## src/common/decode_pkg.sv

```systemverilog
// decode stage widths, RV opcodes, operation and select enums, decode control struct
package decode_pkg;

    localparam int xlen = 64;

    typedef logic [xlen-1:0] xlen_t;
    typedef logic [4:0]      reg_idx_t;
    typedef logic [31:0]     inst_t;

    // major opcodes, inst[6:0]
    localparam logic [6:0] opc_lui       = 7'b0110111;
    localparam logic [6:0] opc_auipc     = 7'b0010111;
    localparam logic [6:0] opc_jal       = 7'b1101111;
    localparam logic [6:0] opc_jalr      = 7'b1100111;
    localparam logic [6:0] opc_branch    = 7'b1100011;
    localparam logic [6:0] opc_load      = 7'b0000011;
    localparam logic [6:0] opc_store     = 7'b0100011;
    localparam logic [6:0] opc_op_imm    = 7'b0010011;
    localparam logic [6:0] opc_op_imm_32 = 7'b0011011;
    localparam logic [6:0] opc_op        = 7'b0110011;
    localparam logic [6:0] opc_op_32     = 7'b0111011;

    typedef enum logic [7:0] {
        op_none,
        op_lui, op_auipc, op_jal, op_jalr,
        op_beq, op_bne, op_blt, op_bge, op_bltu, op_bgeu,
        op_lb, op_lh, op_lw, op_ld, op_lbu, op_lhu, op_lwu,
        op_sb, op_sh, op_sw, op_sd,
        op_addi, op_slti, op_sltiu, op_xori, op_ori, op_andi,
        op_slli, op_srli, op_srai,
        op_add, op_sub, op_sll, op_slt, op_sltu, op_xor, op_srl, op_or, op_and,
        op_addiw, op_slliw, op_srliw, op_sraiw,
        op_addw, op_subw, op_sllw, op_srlw, op_sraw
    } op_t;

    // numeric values shared with the execute stage ALU
    typedef enum logic [7:0] {
        alu_add  = 8'd0,
        alu_sub  = 8'd1,
        alu_slt  = 8'd2,
        alu_sltu = 8'd3,
        alu_and  = 8'd4,
        alu_or   = 8'd6,
        alu_xor  = 8'd7,
        alu_sll  = 8'd8,
        alu_srl  = 8'd9,
        alu_sra  = 8'd10
    } alu_mode_t;

    typedef enum logic [2:0] {
        opa_src1,
        opa_src1_lo_zext,  // low word, zero-extended
        opa_src1_lo_high,  // low word moved to upper half
        opa_pc,
        opa_imm,
        opa_zero
    } opa_sel_t;

    typedef enum logic [2:0] {
        opb_src2,
        opb_src2_lo6,
        opb_src2_lo5,
        opb_imm,
        opb_zero
    } opb_sel_t;

    typedef enum logic [2:0] {
        imm_i,
        imm_s,
        imm_b,
        imm_u,
        imm_j,
        imm_sh6,
        imm_sh5,
        imm_none
    } imm_kind_t;

    typedef struct packed {
        op_t       op;
        logic      wen;
        alu_mode_t alu_mode;
        opa_sel_t  opa_sel;
        opb_sel_t  opb_sel;
        imm_kind_t imm_kind;
    } dec_ctrl_t;

endpackage

```

## src/if_id_reg.sv

```systemverilog
// IF/ID pipeline register for valid strobe, pc and instruction
`timescale 1ns/1ps

module if_id_reg import decode_pkg::*; (
    input  logic  clk,
    input  logic  rst,
    input  logic  valid_in,
    input  xlen_t pc_in,
    input  inst_t inst_in,
    output logic  valid_q,
    output xlen_t pc_q,
    output inst_t inst_q
);

    // no stall path, the stage always advances
    always_ff @(posedge clk) begin
        if (rst) begin
            valid_q <= 1'b0;
            pc_q    <= '0;
            inst_q  <= '0;
        end else begin
            valid_q <= valid_in;
            pc_q    <= pc_in;
            inst_q  <= inst_in;
        end
    end

endmodule

```

## config.mk

```make
export PLATFORM = sky130hd
export DESIGN_NAME = if_id_reg
export DESIGN_NICKNAME = d
export VERILOG_FILES = /design/src/common/decode_pkg.sv /design/src/if_id_reg.sv
export SDC_FILE = /design/constraint.sdc
export NUM_CORES = 1
export LEC_CHECK = 0
export CELL_PAD_IN_SITES_DETAIL_PLACEMENT = 2
export CELL_PAD_IN_SITES_GLOBAL_PLACEMENT = 2
export CORE_MARGIN = 2
export CORE_UTILIZATION = 32
export CTS_BUF_LIST = sky130_fd_sc_hd__clkbuf_8
export DETAILED_ROUTE_END_ITERATION = 6
export DONT_BUFFER_PORTS = 1
export PLACE_DENSITY_LB_ADDON = 0.1
export REMOVE_ABC_BUFFERS = 1
export SLEW_MARGIN = 20
export SYNTH_ARGS = -nofsm -noshare
export SYNTH_HDL_FRONTEND = slang
export SYNTH_SLANG_ARGS = --single-unit
```

## constraint.sdc

```tcl
create_clock -name clk -period 0.8 [get_ports clk]
set_input_delay 0.04 -clock clk [delete_from_list [all_inputs] [get_ports clk]]
set_output_delay 0.04 -clock clk [all_outputs]
set_load 0.02 [all_outputs]
```

==> results by group <==
Synth
  • Post-synthesis sequential area ratio: 0.744
  • Syn avg cell area: 12.8 sq um
  • Number of enable flip-flop cells after synthesis: 0
  • Mapped Cells: 204
  • Yosys top cell area share: 0.744
  • Synthesized cell area: 2610 sq um
  • Most used DFF post-synth: dfxtp_1
  • Dominant cell type by area after synthesis: dfxtp_1
  • Synth area leaders: dfxtp_1, nor2b_1, buf_2, buf_4
  • Post-synthesis async set-or-reset flop share: 0
  • #FFs+latches synth: 97
  • Synth warnings: 0
  • Post-synthesis cell type count: 4
  • Most common library cells after synthesis: dfxtp_1, nor2b_1, buf_2, buf_4

GRT
  • Initial antenna violation count: 0
  • Largest net degree at the start of global routing: 93
  • Vias in the first global route: 2029
  • First-pass GRT wire length: 11.3 mm
  • GRT Util Overall: 0.176
  • Total grt overflow: 0

Setup path
  • CP top delay family: buffers and inverters
  • Critical Path Max Stage Delay: 0.85 ns
  • Worst path cell trace: dlygate4sd3_1 > nor2b_1
  • Worst Setup End Kind: flop
  • Worst Path Arrival: 1.03 ns
  • Max stage delay cell, worst path: dlygate4sd3_1
  • Worst path bufs/invs: 1
  • CP Class: in -> reg
  • Crit path launch type: input pin
  • Data required time of the critical path: 1.01 ns
  • CP Max Fanout: 92

Floorplanning
  • Total die area: 8890 sq um
  • Cell row count: 32
  • Die height: 94.3 um
  • Core area: 7810 sq um
  • Initial Util: 0.334
  • Die X: 94.3 um
  • Ports: 196

Worst hold path
  • Hold Path Origin: rst
  • Hold worst-path end: pc_q[16]$_SDFF_PP0_
  • Hold path depth: 2
  • HP Class: in -> reg

Placed design
  • I/O Buffers: 0
  • Placed cells: 296
  • Post-place setup slack: 0.316 ns
  • GP Congestion: 0.646

Clock tree
  • Clk root buf: clkbuf_8
  • CTS buffer count: 9
  • Clock tree sinks: 97
  • Worst-path clk slew: 0.09 ns
  • CTS max path bufs: 2
  • TritonCTS clock tree: built
  • Htree depth: 3

Route
  • Antenna Nets Post-Route: 0
  • Via-to-Cell Ratio: 4.25
  • Routed wire per std cell: 20.6 um
  • First-pass iteration count of the detailed router: 2
  • Total number of vias: 1734
  • DRC viols: 0
  • Iter 0 DRT Violations: 22
  • Detailed Route WL: 8.42 mm

Status
  • Failing checks: negative setup slack
  • Run status: finished with violations

Timing
  • Maximum clock rate: 1230 MHz
  • Final Hold Violating Endpoints: 0
  • RSZ-0062 raised after global routing: yes
  • Setup TNS: -0.0130 ns
  • Crit path time final: 0.811 ns
  • Slew HR: 0.676
  • Final worst-path cycle share: 1.01
  • Final Setup Violations: 2
  • Final worst slack: -0.0112 ns
  • Max Slew Vio Count: 0
  • Actual slew at the worst max-slew pin: 0.484 ns

Power
  • Static power due to leakage: 0.00173 uW
  • Maximum VDD drop: 969 uV
  • Power Density: 2290 nW/um^2

Cells and area
  • Non-filler cells, final: 408
  • Layout overhead on the synthesized area: 62.8%
  • # diodes: 0
  • Finished Core Util: 0.544
  • NumNets Final: 402
  • Share of post-route cells with drive strength above 1: 0.359

Flow run
  • # Max-Cap Violations: 0
routing by layer:
layer / global-route usage / vias up / part of all wire
li1: - / 802 / -
met3: 0.0738 / 12 / 0.097
met4: 0.0797 / 0 / 0.018
met2: 0.325 / 113 / 0.56
met5: 0 / - / 0
met1: 0.167 / 807 / 0.33
cell usage in the layout, fill, tap and decap left out:
| master | instances |
|---|---|
| dfxtp_4 | 95 |
| clkbuf_8 | 10 |
| inv_1 | 1 |
| dfxtp_2 | 2 |
| dlygate4sd3_1 | 98 |
| bufinv_16 | 3 |
| nor2b_1 | 97 |
state kept, by name (all words and copies together), names as in the netlist:
register	count
inst_q	32
pc_q	64
valid_q	1
through the flow:
stage          area, sq um  total power, uW  hold slack, ns
2_1_floorplan         2550             5760           0.112
6_report              4250             9710           0.292
3_3_place_gp          2680             5820           0.120
5_1_grt               4250            10200           0.265
3_5_place_dp          2680             5850           0.120
4_1_cts               4030             9890           0.279
cell type report:
| type | instances | area, sq um |
|---|---|---|
| Timing Repair Buffer | 98 | 981 |
| Clock buffer | 10 | 138 |
| Fill cell | 723 | 3560 |
| Multi-Input combinational cell | 97 | 607 |
| Tap cell | 102 | 128 |
| Clock inverter | 4 | 93.8 |
| Sequential cell | 97 | 2300 |
kinds of logic after synthesis:
family        after synthesis  synth area share
flops                      97             0.744
buf+inv                    10            0.0230
simple gates               97             0.233
how the worst max path moves through the flow:
stage | slack, ns | depth (start not counted) | endpoint | from
after floorplan | 0.36 | 0 | inst_q[0] | inst_q[0]$_SDFF_PP0_
after global placement | 0.32 | 0 | pc_q[30] | pc_q[30]$_SDFF_PP0_
after detailed placement | 0.32 | 0 | pc_q[30] | pc_q[30]$_SDFF_PP0_
after CTS | 0.0007 | 0 | inst_q[20] | inst_q[20]$_SDFF_PP0_
after global routing | -0.03 | 0 | pc_q[55] | pc_q[55]$_SDFF_PP0_
final | -0.01 | 2 | pc_q[33]$_SDFF_PP0_ | rst
power by group:
group | internal [uW] | switching [uW] | leakage, uW
Sequential | 4970 | 457 | 0.000864
Clock | 2120 | 1590 | 0.000120
Combinational | 438 | 144 | 0.000748
Total | 7520 | 2190 | 0.00173
timing repair:
item | in CTS | in global routing
buffers inserted | 0 | 0
endpoints found under the setup margin | 97 | 96
resized for setup | 106 | 86
hold endpoints to repair | 97 | 0
hold buffers | 98 | 0
Note: power is estimated with default switching activity, not from simulation.
