==> config.mk <==
export PLATFORM = sky130hd
export DESIGN_NAME = imm_gen_flat
export DESIGN_NICKNAME = d
export VERILOG_FILES = /design/src/common/decode_pkg.sv /design/src/common/dec_if.sv /design/src/decoder/imm_gen.sv /design/src/flat_wrapper.sv
export SDC_FILE = /design/constraint.sdc
export NUM_CORES = 1
export LEC_CHECK = 0
export ABC_AREA = 1
export BUFFER_PORTS_ARGS = -buffer_cell sky130_fd_sc_hd__clkbuf_2
export CORE_MARGIN = 3
export CORE_UTILIZATION = 32
export DETAILED_ROUTE_END_ITERATION = 8
export GPL_ROUTABILITY_DRIVEN = 1
export GPL_TIMING_DRIVEN = 0
export PLACE_DENSITY = 0.83
export SETUP_SLACK_MARGIN = 0.02
export SLEW_MARGIN = 20
export SYNTH_ARGS = -nofsm -noshare
export SYNTH_HDL_FRONTEND = slang
export SYNTH_SLANG_ARGS = --single-unit
==> constraint.sdc <==
create_clock -name vclk -period 3.7
set_clock_uncertainty 0.2 [all_clocks]
set_input_delay 0.74 -clock vclk [all_inputs]
set_output_delay 0.74 -clock vclk [all_outputs]
set_load 0.005 [all_outputs]
==> src/common/decode_pkg.sv <==
// decode stage widths, RV opcodes, operation and select enums, decode control struct
package decode_pkg;

    localparam int xlen = 64;

    typedef logic [xlen-1:0] xlen_t;
    typedef logic [4:0]      reg_idx_t;
    typedef logic [31:0]     inst_t;

    // major opcodes, inst[6:0]
    localparam logic [6:0] opc_lui       = 7'b0110111;
    localparam logic [6:0] opc_auipc     = 7'b0010111;
    localparam logic [6:0] opc_jal       = 7'b1101111;
    localparam logic [6:0] opc_jalr      = 7'b1100111;
    localparam logic [6:0] opc_branch    = 7'b1100011;
    localparam logic [6:0] opc_load      = 7'b0000011;
    localparam logic [6:0] opc_store     = 7'b0100011;
    localparam logic [6:0] opc_op_imm    = 7'b0010011;
    localparam logic [6:0] opc_op_imm_32 = 7'b0011011;
    localparam logic [6:0] opc_op        = 7'b0110011;
    localparam logic [6:0] opc_op_32     = 7'b0111011;

    typedef enum logic [7:0] {
        op_none,
        op_lui, op_auipc, op_jal, op_jalr,
        op_beq, op_bne, op_blt, op_bge, op_bltu, op_bgeu,
        op_lb, op_lh, op_lw, op_ld, op_lbu, op_lhu, op_lwu,
        op_sb, op_sh, op_sw, op_sd,
        op_addi, op_slti, op_sltiu, op_xori, op_ori, op_andi,
        op_slli, op_srli, op_srai,
        op_add, op_sub, op_sll, op_slt, op_sltu, op_xor, op_srl, op_or, op_and,
        op_addiw, op_slliw, op_srliw, op_sraiw,
        op_addw, op_subw, op_sllw, op_srlw, op_sraw
    } op_t;

    // numeric values shared with the execute stage ALU
    typedef enum logic [7:0] {
        alu_add  = 8'd0,
        alu_sub  = 8'd1,
        alu_slt  = 8'd2,
        alu_sltu = 8'd3,
        alu_and  = 8'd4,
        alu_or   = 8'd6,
        alu_xor  = 8'd7,
        alu_sll  = 8'd8,
        alu_srl  = 8'd9,
        alu_sra  = 8'd10
    } alu_mode_t;

    typedef enum logic [2:0] {
        opa_src1,
        opa_src1_lo_zext,  // low word, zero-extended
        opa_src1_lo_high,  // low word moved to upper half
        opa_pc,
        opa_imm,
        opa_zero
    } opa_sel_t;

    typedef enum logic [2:0] {
        opb_src2,
        opb_src2_lo6,
        opb_src2_lo5,
        opb_imm,
        opb_zero
    } opb_sel_t;

    typedef enum logic [2:0] {
        imm_i,
        imm_s,
        imm_b,
        imm_u,
        imm_j,
        imm_sh6,
        imm_sh5,
        imm_none
    } imm_kind_t;

    typedef struct packed {
        op_t       op;
        logic      wen;
        alu_mode_t alu_mode;
        opa_sel_t  opa_sel;
        opb_sel_t  opb_sel;
        imm_kind_t imm_kind;
    } dec_ctrl_t;

endpackage

==> src/common/dec_if.sv <==
// decoded control fields from the decoder to the operand and immediate logic
`timescale 1ns/1ps

interface dec_if import decode_pkg::*; ();

    op_t       op;
    alu_mode_t alu_mode;
    opa_sel_t  opa_sel;
    opb_sel_t  opb_sel;
    imm_kind_t imm_kind;
    logic      wen;
    reg_idx_t  rd;
    reg_idx_t  rs1;
    reg_idx_t  rs2;

    modport drv (
        output op, alu_mode, opa_sel, opb_sel, imm_kind, wen, rd, rs1, rs2
    );

    modport dp (input opa_sel, opb_sel, rs1, rs2);

    modport imm (input imm_kind);

endinterface

==> src/decoder/imm_gen.sv <==
// immediate generator for the I, S, B, U, J and shift-amount forms
`timescale 1ns/1ps

module imm_gen import decode_pkg::*; (
    input  inst_t inst_q,
    dec_if.imm    dec,
    output xlen_t imm
);

    logic sgn;

    assign sgn = inst_q[31];

    always_comb begin
        case (dec.imm_kind)
            imm_i:   imm = {{52{sgn}}, inst_q[31:20]};
            imm_s:   imm = {{52{sgn}}, inst_q[31:25], inst_q[11:7]};
            imm_b:   imm = {{51{sgn}}, inst_q[31], inst_q[7], inst_q[30:25],
                            inst_q[11:8], 1'b0};
            imm_u:   imm = {{32{sgn}}, inst_q[31:12], 12'b0};
            imm_j:   imm = {{43{sgn}}, inst_q[31], inst_q[19:12], inst_q[20],
                            inst_q[30:21], 1'b0};
            imm_sh6: imm = {58'b0, inst_q[25:20]};
            imm_sh5: imm = {59'b0, inst_q[24:20]};  // W shifts use 5 bits
            default: imm = '0;
        endcase
    end

endmodule

==> src/flat_wrapper.sv <==
// flat-port wrapper written by rule: the top's interface ports become plain ports
module imm_gen_flat import decode_pkg::*;
  (inst_q, imm, dec_imm_kind);
  dec_if dec_i ();
  input  inst_t inst_q;
  output xlen_t imm;
  input wire logic [$bits(dec_i.imm_kind)-1:0] dec_imm_kind;
  assign dec_i.imm_kind = dec_imm_kind;
  imm_gen u_core (.inst_q(inst_q), .dec(dec_i), .imm(imm));
endmodule
==> results.sh <==
export IMPL_run_status="finished, final reports clean"
export IMPL_post_route_cells_drive_above_1_share_pct=63.51
export IMPL_die_area_um2=2889
export IMPL_buffer_ports_inserted=91
export IMPL_slew_violations=0
export IMPL_die_y_um=53.75
export IMPL_share_of_the_synthesized_area_in_the_top_cell_type_pct=32.93
export IMPL_placeableCoreArea_um2=2062
export IMPL_crit_path_start_kind="input pin"
export IMPL_hold_class="in2out"
export IMPL_ios=99
export IMPL_multi_input_area_um2=415.4
export IMPL_mean_routed_wirelength_per_cell_um=9.382
export IMPL_grt_pass1_wl_mm=3.443
export IMPL_antenna_violations_before_repair=0
export IMPL_vias_per_cell=4.337
export IMPL_cellLeakagePower_nw=0.8460
export IMPL_worst_setup_slack_after_placement_ns=0.6209
export IMPL_critical_path_required_ns=2.76
export IMPL_detail_route_first_pass_iterations=5
export IMPL_ir_drop_v=0.00007763
export IMPL_final_period_minus_worst_setup_slack_ns=3.052
export IMPL_post_dp_hpwl_mm=2.049
export IMPL_antenna_cells_inserted=0
export IMPL_min_delay_path_depth=4
export IMPL_cts_repair_timing_setup_buffer_count=0
export IMPL_die_width_um=53.75
export IMPL_cts_resized_gates=0
export IMPL_post_cts_hold_buffer_count=0
export IMPL_placementRows=16
export IMPL_initial_utilization_pct=35.38
export IMPL_setup_viol_count_final=0
export IMPL_holdCritStartpoint="inst_q[12]"
export IMPL_synth_area_um2=729.5
export IMPL_netlist_instances=130
export IMPL_tcrit_tclk_final_pct=82.49
export IMPL_synthToLayoutAreaGrowth_pct=68.95
export IMPL_grt_pass1_vias=855
export IMPL_stdcell_count=249
export IMPL_tightestPinTransition_ns=0.5337
export IMPL_finalWorstSetupSlack_ns=0.6480
export IMPL_fmax_ghz=0.3277
export IMPL_rsz0062_at_grt="no"
export IMPL_dr_first_iter_drc_count=13
export IMPL_ant_nets=0
export IMPL_filler_cell_count=212
export IMPL_ys_seq_area_share_pct=0
export IMPL_num_nets_final=259
export IMPL_slew_headroom_pct=64.38
export IMPL_vias=1080
export IMPL_cp_max_fo=19
export IMPL_path_class="in2out"
export IMPL_area_contributors_post_synth="sky130_fd_sc_hd__buf_4 33%, sky130_fd_sc_hd__nand2_1 18%, sky130_fd_sc_hd__nand3_1 14%, sky130_fd_sc_hd__nor2_1 5.1%, sky130_fd_sc_hd__buf_6 4.6%"
export IMPL_area_used_by_sequential_logic_in_the_layout_um2=0
export IMPL_power_per_cell_area_nw_per_um2=134.2
export IMPL_worst_setup_path_end_kind="output pin"
export IMPL_grt_max_degree=20
export IMPL_aggregate_global_route_resource_usage_pct=14.67
export IMPL_synth_avg_cell_area_um2=5.611
export IMPL_clkbuf_count=0
export IMPL_layout_sequential_cells=0
export IMPL_maxCapViolCount=0
export IMPL_yosys_warnings=0
export IMPL_final_hold_viol_count=0
export IMPL_globalplace_congestion=0.8095
export IMPL_syn_num_nets=165
export IMPL_arrival_ns=2.11
export IMPL_dp_cells=249
export IMPL_yosysTopAreaCell="sky130_fd_sc_hd__buf_4"
export IMPL_grt_overflow=0
export IMPL_detailed_route_wl_mm=2.336
export IMPL_min_delay_worst_endpoint="imm[12]"
export IMPL_remaining_drc_errors=0
export IMPL_synth_distinct_cells=18
## worst max path at each step
stage | from | slack (ns) | end
2_1_floorplan | dec_imm_kind[2] | 0.27 | imm[32]
3_3_place_gp | dec_imm_kind[2] | -0.13 | imm[63]
3_5_place_dp | dec_imm_kind[2] | 0.62 | imm[63]
4_1_cts | dec_imm_kind[2] | 0.62 | imm[63]
5_1_grt | dec_imm_kind[2] | 0.50 | imm[42]
6_report | dec_imm_kind[2] | 0.65 | imm[63]
## worst max-delay path: stages
cell                       delay [ns]
sky130_fd_sc_hd__buf_2           0.17
sky130_fd_sc_hd__inv_2           0.17
sky130_fd_sc_hd__nor2_1          0.12
sky130_fd_sc_hd__nor2_2          0.43
sky130_fd_sc_hd__buf_6           0.25
sky130_fd_sc_hd__buf_4           0.12
sky130_fd_sc_hd__clkbuf_2        0.10
## cell usage after synthesis
library cell                n
sky130_fd_sc_hd__nand2_1   35
sky130_fd_sc_hd__buf_4     32
sky130_fd_sc_hd__nand3_1   21
sky130_fd_sc_hd__nor2_1    10
sky130_fd_sc_hd__inv_1      7
sky130_fd_sc_hd__o211ai_1   4
sky130_fd_sc_hd__buf_6      3
sky130_fd_sc_hd__inv_2      3
sky130_fd_sc_hd__nand2_2    3
sky130_fd_sc_hd__nand4_1    2
sky130_fd_sc_hd__nor2_2     2
sky130_fd_sc_hd__nor2_4     2
sky130_fd_sc_hd__a21oi_1    1
sky130_fd_sc_hd__a21oi_4    1
sky130_fd_sc_hd__buf_2      1
sky130_fd_sc_hd__nand2_4    1
sky130_fd_sc_hd__o21ai_0    1
sky130_fd_sc_hd__o21ai_1    1
## where the power goes
group / leakage, nW / internal, mW / switching (mW) / total, mW
clock: 0 / 0 / 0 / 0
sequential: 0 / 0 / 0 / 0
combinational: 0.846 / 0.0885 / 0.0769 / 0.165
total: 0.846 / 0.0885 / 0.0769 / 0.165
## metrics by stage
stage	cell area [um2]	setup TNS [ns]	total power [mW]	util, %	hold WS [ns]
3_5_place_dp	1232	0	0.1675	59.77	1.540
5_1_grt	1232	0	0.1853	59.77	1.565
3_3_place_gp	1219	-4.139	0.1655	59.10	1.538
6_report	1232	0	0.1654	59.77	1.539
4_1_cts	1232	0	0.1679	59.77	1.541
2_1_floorplan	729.5	0	0.08967	-	1.331
## kinds of logic (layout without fill, tap and decap cells)
kind of cell / Yosys count / after routing / synth area share (%)
AO/OA/AOI/OAI: 8 / 8 / 8.404
buffers and inverters: 46 / 138 / 43.40
AND/OR/NAND/NOR: 76 / 76 / 48.20
## layout by cell type, fill, tap and decap left out, drive strengths merged
master	synthesis	final
inv	10	10
o211ai	4	4
nor2	14	14
nand4	2	2
nand2	39	39
a21oi	2	2
nand3	21	21
clkbuf	0	91
o21ai	2	2
buf	36	37
## area by class of cell
cell class	instances	area share (%)
repair buffers	92	37.87
multi-input cells	84	33.71
plain buffers	36	22.64
inverters	10	3.046
well taps	27	2.741
## per-layer routing
metal / wire [um] / GRT usage, %
met5: 0 / 0
met3: 284 / 0.2770
met2: 1179 / 28.02
met4: 0 / 1.277
met1: 872 / 18.63
No activity file was read; power rests on OpenSTA's default activity.
