<file path="src/common/decode_pkg.sv">
// decode stage widths, RV opcodes, operation and select enums, decode control struct
package decode_pkg;

    localparam int xlen = 64;

    typedef logic [xlen-1:0] xlen_t;
    typedef logic [4:0]      reg_idx_t;
    typedef logic [31:0]     inst_t;

    // major opcodes, inst[6:0]
    localparam logic [6:0] opc_lui       = 7'b0110111;
    localparam logic [6:0] opc_auipc     = 7'b0010111;
    localparam logic [6:0] opc_jal       = 7'b1101111;
    localparam logic [6:0] opc_jalr      = 7'b1100111;
    localparam logic [6:0] opc_branch    = 7'b1100011;
    localparam logic [6:0] opc_load      = 7'b0000011;
    localparam logic [6:0] opc_store     = 7'b0100011;
    localparam logic [6:0] opc_op_imm    = 7'b0010011;
    localparam logic [6:0] opc_op_imm_32 = 7'b0011011;
    localparam logic [6:0] opc_op        = 7'b0110011;
    localparam logic [6:0] opc_op_32     = 7'b0111011;

    typedef enum logic [7:0] {
        op_none,
        op_lui, op_auipc, op_jal, op_jalr,
        op_beq, op_bne, op_blt, op_bge, op_bltu, op_bgeu,
        op_lb, op_lh, op_lw, op_ld, op_lbu, op_lhu, op_lwu,
        op_sb, op_sh, op_sw, op_sd,
        op_addi, op_slti, op_sltiu, op_xori, op_ori, op_andi,
        op_slli, op_srli, op_srai,
        op_add, op_sub, op_sll, op_slt, op_sltu, op_xor, op_srl, op_or, op_and,
        op_addiw, op_slliw, op_srliw, op_sraiw,
        op_addw, op_subw, op_sllw, op_srlw, op_sraw
    } op_t;

    // numeric values shared with the execute stage ALU
    typedef enum logic [7:0] {
        alu_add  = 8'd0,
        alu_sub  = 8'd1,
        alu_slt  = 8'd2,
        alu_sltu = 8'd3,
        alu_and  = 8'd4,
        alu_or   = 8'd6,
        alu_xor  = 8'd7,
        alu_sll  = 8'd8,
        alu_srl  = 8'd9,
        alu_sra  = 8'd10
    } alu_mode_t;

    typedef enum logic [2:0] {
        opa_src1,
        opa_src1_lo_zext,  // low word, zero-extended
        opa_src1_lo_high,  // low word moved to upper half
        opa_pc,
        opa_imm,
        opa_zero
    } opa_sel_t;

    typedef enum logic [2:0] {
        opb_src2,
        opb_src2_lo6,
        opb_src2_lo5,
        opb_imm,
        opb_zero
    } opb_sel_t;

    typedef enum logic [2:0] {
        imm_i,
        imm_s,
        imm_b,
        imm_u,
        imm_j,
        imm_sh6,
        imm_sh5,
        imm_none
    } imm_kind_t;

    typedef struct packed {
        op_t       op;
        logic      wen;
        alu_mode_t alu_mode;
        opa_sel_t  opa_sel;
        opb_sel_t  opb_sel;
        imm_kind_t imm_kind;
    } dec_ctrl_t;

endpackage

</file>
<file path="src/common/dec_if.sv">
// decoded control fields from the decoder to the operand and immediate logic
`timescale 1ns/1ps

interface dec_if import decode_pkg::*; ();

    op_t       op;
    alu_mode_t alu_mode;
    opa_sel_t  opa_sel;
    opb_sel_t  opb_sel;
    imm_kind_t imm_kind;
    logic      wen;
    reg_idx_t  rd;
    reg_idx_t  rs1;
    reg_idx_t  rs2;

    modport drv (
        output op, alu_mode, opa_sel, opb_sel, imm_kind, wen, rd, rs1, rs2
    );

    modport dp (input opa_sel, opb_sel, rs1, rs2);

    modport imm (input imm_kind);

endinterface

</file>
<file path="src/decoder/inst_decoder.sv">
// RV64I instruction decoder: operation match and control field lookup
`timescale 1ns/1ps

module inst_decoder import decode_pkg::*; (
    input  logic  valid_q,
    input  inst_t inst_q,
    dec_if.drv    dec
);

    inst_t     inst_g;
    op_t       op;
    dec_ctrl_t ctrl;

    // control fields for each operation
    function automatic dec_ctrl_t ctrl_of(op_t o);
        dec_ctrl_t c;
        c.op       = o;
        c.wen      = 1'b1;
        c.alu_mode = alu_add;
        c.opa_sel  = opa_src1;
        c.opb_sel  = opb_src2;
        c.imm_kind = imm_none;
        case (o)
            op_lui: begin
                c.opa_sel  = opa_imm;
                c.opb_sel  = opb_zero;
                c.imm_kind = imm_u;
            end
            op_auipc: begin
                c.opa_sel  = opa_pc;
                c.opb_sel  = opb_imm;
                c.imm_kind = imm_u;
            end
            op_jal: begin
                c.opa_sel  = opa_pc;
                c.opb_sel  = opb_imm;
                c.imm_kind = imm_j;
            end
            op_jalr, op_lb, op_lh, op_lw, op_ld, op_lbu, op_lhu, op_lwu,
            op_addi, op_addiw: begin
                c.opb_sel  = opb_imm;
                c.imm_kind = imm_i;
            end
            op_slti, op_sltiu, op_xori, op_ori, op_andi: begin
                c.opb_sel  = opb_imm;
                c.imm_kind = imm_i;
                case (o)
                    op_slti:  c.alu_mode = alu_slt;
                    op_sltiu: c.alu_mode = alu_sltu;
                    op_xori:  c.alu_mode = alu_xor;
                    op_ori:   c.alu_mode = alu_or;
                    default:  c.alu_mode = alu_and;
                endcase
            end
            op_beq, op_bne, op_blt, op_bge, op_bltu, op_bgeu: begin
                c.wen      = 1'b0;
                c.alu_mode = alu_sub;  // compare by subtraction
                c.imm_kind = imm_b;    // target add happens elsewhere
            end
            op_sb, op_sh, op_sw, op_sd: begin
                c.wen      = 1'b0;
                c.opb_sel  = opb_imm;
                c.imm_kind = imm_s;
            end
            op_slli, op_srli, op_srai: begin
                c.opb_sel  = opb_imm;
                c.imm_kind = imm_sh6;
                c.alu_mode = (o == op_slli) ? alu_sll :
                             (o == op_srli) ? alu_srl : alu_sra;
            end
            op_slliw, op_srliw: begin
                c.opa_sel  = opa_src1_lo_zext;
                c.opb_sel  = opb_imm;
                c.imm_kind = imm_sh5;
                c.alu_mode = (o == op_slliw) ? alu_sll : alu_srl;
            end
            op_sraiw: begin
                c.opa_sel  = opa_src1_lo_high;  // sign bit lands on bit 63
                c.opb_sel  = opb_imm;
                c.imm_kind = imm_sh5;
                c.alu_mode = alu_sra;
            end
            op_sub, op_subw: c.alu_mode = alu_sub;
            op_slt:          c.alu_mode = alu_slt;
            op_sltu:         c.alu_mode = alu_sltu;
            op_xor:          c.alu_mode = alu_xor;
            op_or:           c.alu_mode = alu_or;
            op_and:          c.alu_mode = alu_and;
            op_sll, op_srl: begin
                c.opb_sel  = opb_src2_lo6;
                c.alu_mode = (o == op_sll) ? alu_sll : alu_srl;
            end
            op_sllw: begin
                c.opb_sel  = opb_src2_lo5;
                c.alu_mode = alu_sll;
            end
            op_srlw, op_sraw: begin
                c.opa_sel  = opa_src1_lo_high;
                c.opb_sel  = opb_src2_lo5;
                c.alu_mode = (o == op_srlw) ? alu_srl : alu_sra;
            end
            op_add, op_addw: c.alu_mode = alu_add;
            default: begin  // op_none, empty slot or unknown encoding
                c.wen     = 1'b0;
                c.opa_sel = opa_zero;
                c.opb_sel = opb_zero;
            end
        endcase
        return c;
    endfunction

    assign inst_g = valid_q ? inst_q : '0;  // bubble decodes as op_none

    // {funct7, funct3, opcode}
    always_comb begin
        casez ({inst_g[31:25], inst_g[14:12], inst_g[6:0]})
            {7'b???????, 3'b???, opc_lui}:   op = op_lui;
            {7'b???????, 3'b???, opc_auipc}: op = op_auipc;
            {7'b???????, 3'b???, opc_jal}:   op = op_jal;
            {7'b???????, 3'b000, opc_jalr}:  op = op_jalr;
            {7'b???????, 3'b000, opc_branch}: op = op_beq;
            {7'b???????, 3'b001, opc_branch}: op = op_bne;
            {7'b???????, 3'b100, opc_branch}: op = op_blt;
            {7'b???????, 3'b101, opc_branch}: op = op_bge;
            {7'b???????, 3'b110, opc_branch}: op = op_bltu;
            {7'b???????, 3'b111, opc_branch}: op = op_bgeu;
            {7'b???????, 3'b000, opc_load}:  op = op_lb;
            {7'b???????, 3'b001, opc_load}:  op = op_lh;
            {7'b???????, 3'b010, opc_load}:  op = op_lw;
            {7'b???????, 3'b011, opc_load}:  op = op_ld;
            {7'b???????, 3'b100, opc_load}:  op = op_lbu;
            {7'b???????, 3'b101, opc_load}:  op = op_lhu;
            {7'b???????, 3'b110, opc_load}:  op = op_lwu;
            {7'b???????, 3'b000, opc_store}: op = op_sb;
            {7'b???????, 3'b001, opc_store}: op = op_sh;
            {7'b???????, 3'b010, opc_store}: op = op_sw;
            {7'b???????, 3'b011, opc_store}: op = op_sd;
            {7'b???????, 3'b000, opc_op_imm}: op = op_addi;
            {7'b???????, 3'b010, opc_op_imm}: op = op_slti;
            {7'b???????, 3'b011, opc_op_imm}: op = op_sltiu;
            {7'b???????, 3'b100, opc_op_imm}: op = op_xori;
            {7'b???????, 3'b110, opc_op_imm}: op = op_ori;
            {7'b???????, 3'b111, opc_op_imm}: op = op_andi;
            {7'b000000?, 3'b001, opc_op_imm}: op = op_slli;  // bit 25 is shamt[5]
            {7'b000000?, 3'b101, opc_op_imm}: op = op_srli;
            {7'b010000?, 3'b101, opc_op_imm}: op = op_srai;
            {7'b0000000, 3'b000, opc_op}:    op = op_add;
            {7'b0100000, 3'b000, opc_op}:    op = op_sub;
            {7'b0000000, 3'b001, opc_op}:    op = op_sll;
            {7'b0000000, 3'b010, opc_op}:    op = op_slt;
            {7'b0000000, 3'b011, opc_op}:    op = op_sltu;
            {7'b0000000, 3'b100, opc_op}:    op = op_xor;
            {7'b0000000, 3'b101, opc_op}:    op = op_srl;
            {7'b0000000, 3'b110, opc_op}:    op = op_or;
            {7'b0000000, 3'b111, opc_op}:    op = op_and;
            {7'b???????, 3'b000, opc_op_imm_32}: op = op_addiw;
            {7'b0000000, 3'b001, opc_op_imm_32}: op = op_slliw;
            {7'b0000000, 3'b101, opc_op_imm_32}: op = op_srliw;
            {7'b0100000, 3'b101, opc_op_imm_32}: op = op_sraiw;
            {7'b0000000, 3'b000, opc_op_32}: op = op_addw;
            {7'b0100000, 3'b000, opc_op_32}: op = op_subw;
            {7'b0000000, 3'b001, opc_op_32}: op = op_sllw;
            {7'b0000000, 3'b101, opc_op_32}: op = op_srlw;
            {7'b0100000, 3'b101, opc_op_32}: op = op_sraw;
            default:                         op = op_none;
        endcase
    end

    assign ctrl = ctrl_of(op);

    assign dec.op       = ctrl.op;
    assign dec.wen      = ctrl.wen;
    assign dec.alu_mode = ctrl.alu_mode;
    assign dec.opa_sel  = ctrl.opa_sel;
    assign dec.opb_sel  = ctrl.opb_sel;
    assign dec.imm_kind = ctrl.imm_kind;
    assign dec.rd       = inst_g[11:7];
    assign dec.rs1      = inst_g[19:15];
    assign dec.rs2      = inst_g[24:20];

endmodule

</file>
<file path="src/flat_wrapper.sv">
// flat-port wrapper written by rule: the top's interface ports become plain ports
module inst_decoder_flat import decode_pkg::*;
  (valid_q, inst_q, dec_op, dec_alu_mode, dec_opa_sel, dec_opb_sel, dec_imm_kind, dec_wen, dec_rd, dec_rs1, dec_rs2);
  dec_if dec_i ();
  input  logic valid_q;
  input  inst_t inst_q;
  output wire logic [$bits(dec_i.op)-1:0] dec_op;
  output wire logic [$bits(dec_i.alu_mode)-1:0] dec_alu_mode;
  output wire logic [$bits(dec_i.opa_sel)-1:0] dec_opa_sel;
  output wire logic [$bits(dec_i.opb_sel)-1:0] dec_opb_sel;
  output wire logic [$bits(dec_i.imm_kind)-1:0] dec_imm_kind;
  output wire logic [$bits(dec_i.wen)-1:0] dec_wen;
  output wire logic [$bits(dec_i.rd)-1:0] dec_rd;
  output wire logic [$bits(dec_i.rs1)-1:0] dec_rs1;
  output wire logic [$bits(dec_i.rs2)-1:0] dec_rs2;
  assign dec_op = dec_i.op;
  assign dec_alu_mode = dec_i.alu_mode;
  assign dec_opa_sel = dec_i.opa_sel;
  assign dec_opb_sel = dec_i.opb_sel;
  assign dec_imm_kind = dec_i.imm_kind;
  assign dec_wen = dec_i.wen;
  assign dec_rd = dec_i.rd;
  assign dec_rs1 = dec_i.rs1;
  assign dec_rs2 = dec_i.rs2;
  inst_decoder u_core (.valid_q(valid_q), .inst_q(inst_q), .dec(dec_i));
endmodule
</file>
<file path="config.mk">
export PLATFORM = sky130hd
export DESIGN_NAME = inst_decoder_flat
export DESIGN_NICKNAME = d
export VERILOG_FILES = /design/src/common/decode_pkg.sv /design/src/common/dec_if.sv /design/src/decoder/inst_decoder.sv /design/src/flat_wrapper.sv
export SDC_FILE = /design/constraint.sdc
export NUM_CORES = 1
export LEC_CHECK = 0
export BUFFER_PORTS_ARGS = -buffer_cell sky130_fd_sc_hd__buf_4
export CORE_ASPECT_RATIO = 0.7
export CORE_MARGIN = 2
export CORE_UTILIZATION = 33
export DETAILED_ROUTE_END_ITERATION = 8
export SLEW_MARGIN = 10
export SYNTH_ARGS = -nofsm -noshare
export SYNTH_HDL_FRONTEND = slang
export SYNTH_SLANG_ARGS = --single-unit
</file>
<file path="constraint.sdc">
create_clock -name vclk -period 4.71
set_input_delay 0.471 -clock vclk [all_inputs]
set_output_delay 0.471 -clock vclk [all_outputs]
set_load 0.01 [all_outputs]
</file>
==> results.cfg <==
[setup_path]
cp_max_fo = 12
cp-start-kind = input pin
crit_type = in2out
cp.arrival_ns = 3.79
required_ns = 4.24
end_kind = output port

[drt]
drtAntennaViolNets = 0
vias_per_cell = 6.57
first_pass_iters = 5
wire_per_inst_um = 18.4
wirelength_mm = 8.34
num_vias = 2974
drt_iter0_drc = 402
drc = 0

[pwr]
power.leakage_nw = 1.07
powerDensity_nw_per_um2 = 50.2
peakVddDrop_uv = 29.3
p_total_w = 0.000128

[placed_design]
hpwlAfterDp_mm = 6.44
portBuffers = 68
place.gp.congestion = 1.04

[timing]
worst_pin_slew_ns = 0.740
slew-limit-headroom_pct = 50.5
fmax_mhz = 234
rsz0062_at_grt = no
min_period_ns = 4.27
fin_setup_tns_ns = 0
hold_violations = 0
slew_viol_final = 0
finalSetupViolations = 0
final.period_utilization_pct = 90.6

[status]
status = finished clean

[global_route]
grt_pass1_vias = 2593
grt_overflow = 0
grtUsageTotal_pct = 23.1
grt_max_degree = 44
grt_pass1_wl_mm = 13.4
antenna_found_initial = 0

[layout]
seq_cells = 0
utilization_pct = 41.8
drive_gt1_share_pct = 25.6
seq_area_um2 = 0
diodes = 0
syn2layout_area_growth_pct = 24.3
nClkBuffers = 0
layout.nets = 410

[synth]
seq_area_frac_synth_pct = 0
syn_avg_cell_area_um2 = 6.30
synth_cells = 327
synth-warning-count = 0
netlist_area_um2 = 2060
synth_cell_types = 74

[floorplan]
dieArea_um2 = 6900
fp-row-count = 24
dieWidth_um = 98.4
start_util_pct = 33.6
die_h_um = 70.1
io_pins = 74
core_um2 = 6130

[cts]
post_cts_resized = 0
holdBufCountCts = 0
post_cts_buffers = 0

[flow_run]
drv_cap = 0

[hold_path]
hp-class = in2out
## power breakdown
| group | internal [W] | total [W] | switching, W |
|---|---|---|---|
| Clock | 0 | 0 | 0 |
| Combinational | 0.0000550 | 0.000128 | 0.0000735 |
| Sequential | 0 | 0 | 0 |
| Total | 0.0000550 | 0.000128 | 0.0000735 |
## worst max-delay path: stages
cell	delay [ns]
buf_4	0.12
or4_4	0.61
or3_4	0.37
a2111o_1	0.45
and4b_1	0.23
or3b_1	0.28
buf_4	0.23
nor2_1	0.07
nor4_1	0.27
o21ai_1	0.21
nand3_1	0.17
nand4_1	0.14
buf_4	0.17
## synth_stat cells, types with 4 or more instances
cell	number	share of area [%]
nand2_1	34	6.2
nor2_1	28	5.1
and2_1	19	5.8
nand3_1	15	3.6
nor3_1	13	3.2
a21oi_1	12	2.9
clkbuf_1	12	2.2
o21ai_0	12	2.9
buf_2	11	2.7
nor4_1	10	3.0
or4_1	9	3.3
buf_4	8	2.9
nand2b_1	7	2.1
nand4_1	7	2.1
nor2b_1	7	2.1
a211oi_1	6	2.2
inv_1	6	1.1
o31ai_1	6	2.2
and3_1	5	1.5
nand4b_1	5	2.1
or2_2	5	1.5
a21boi_0	4	1.5
a32oi_1	4	1.7
and4b_1	4	1.9
or3_1	4	1.2
## logic make-up after synthesis
| family | Yosys count | synth area share [%] |
|---|---|---|
| buffers and inverters | 41 | 10.9 |
| other | 1 | 0.182 |
| AOI/OAI and AO/OA | 85 | 31.1 |
| and+or+nand+nor | 192 | 54.1 |
| xor gates and xnor gates | 4 | 1.70 |
| adders and majority gates | 1 | 0.486 |
| muxes | 3 | 1.52 |
## per-stage QoR
stage          worst slack, ns  instances  hold slack [ns]  cell area [um^2]
2_1_floorplan            0.984        332             1.09              2080
3_3_place_gp             0.487        453             1.23              2560
4_1_cts                  0.541        453             1.23              2560
6_report                 0.444        453             1.23              2560
5_1_grt                  0.287        453             1.25              2560
3_5_place_dp             0.535        453             1.23              2560
## cells in the final DEF, fill, tap and decap left out, drive strengths merged, types with 3 or more instances in the layout
cell	n
buf	78
or4	10
o211ai	3
nor3	13
nand4b	5
a21oi	14
o31ai	6
conb	6
a21boi	4
and3	5
a31oi	3
nor2b	7
o311ai	3
nand2	34
nand4	7
nor4	11
nand3	15
or2	5
inv	6
or3b	4
or3	5
nor2	28
a32oi	4
and4b	4
and2	19
a211oi	7
a21o	3
a2111oi	5
o21ai	14
nand2b	7
## area by class of cell
type	count	area (um^2)
Multi-Input combinational cell	291	1850
Inverter	6	22.5
Fill cell	664	3570
Timing Repair Buffer	78	586
Tap cell	78	97.6
## worst paths after layout
kind  startpoint               to  slack, ns  cells after the start
min   inst_q[19]       dec_rs1[4]       1.23                      3
max   inst_q[27]  dec_imm_kind[0]       0.44                     13
## layer usage
metal  global-route usage (%)  up-vias  part of all wire (%)
li1                         -     1350                     -
met3                     3.20       33                    11
met2                     38.2      231                    43
met1                     32.9     1360                    43
met5                        0        -                     0
met4                     2.59        0                   2.1
(Power assumes the default switching activity.)
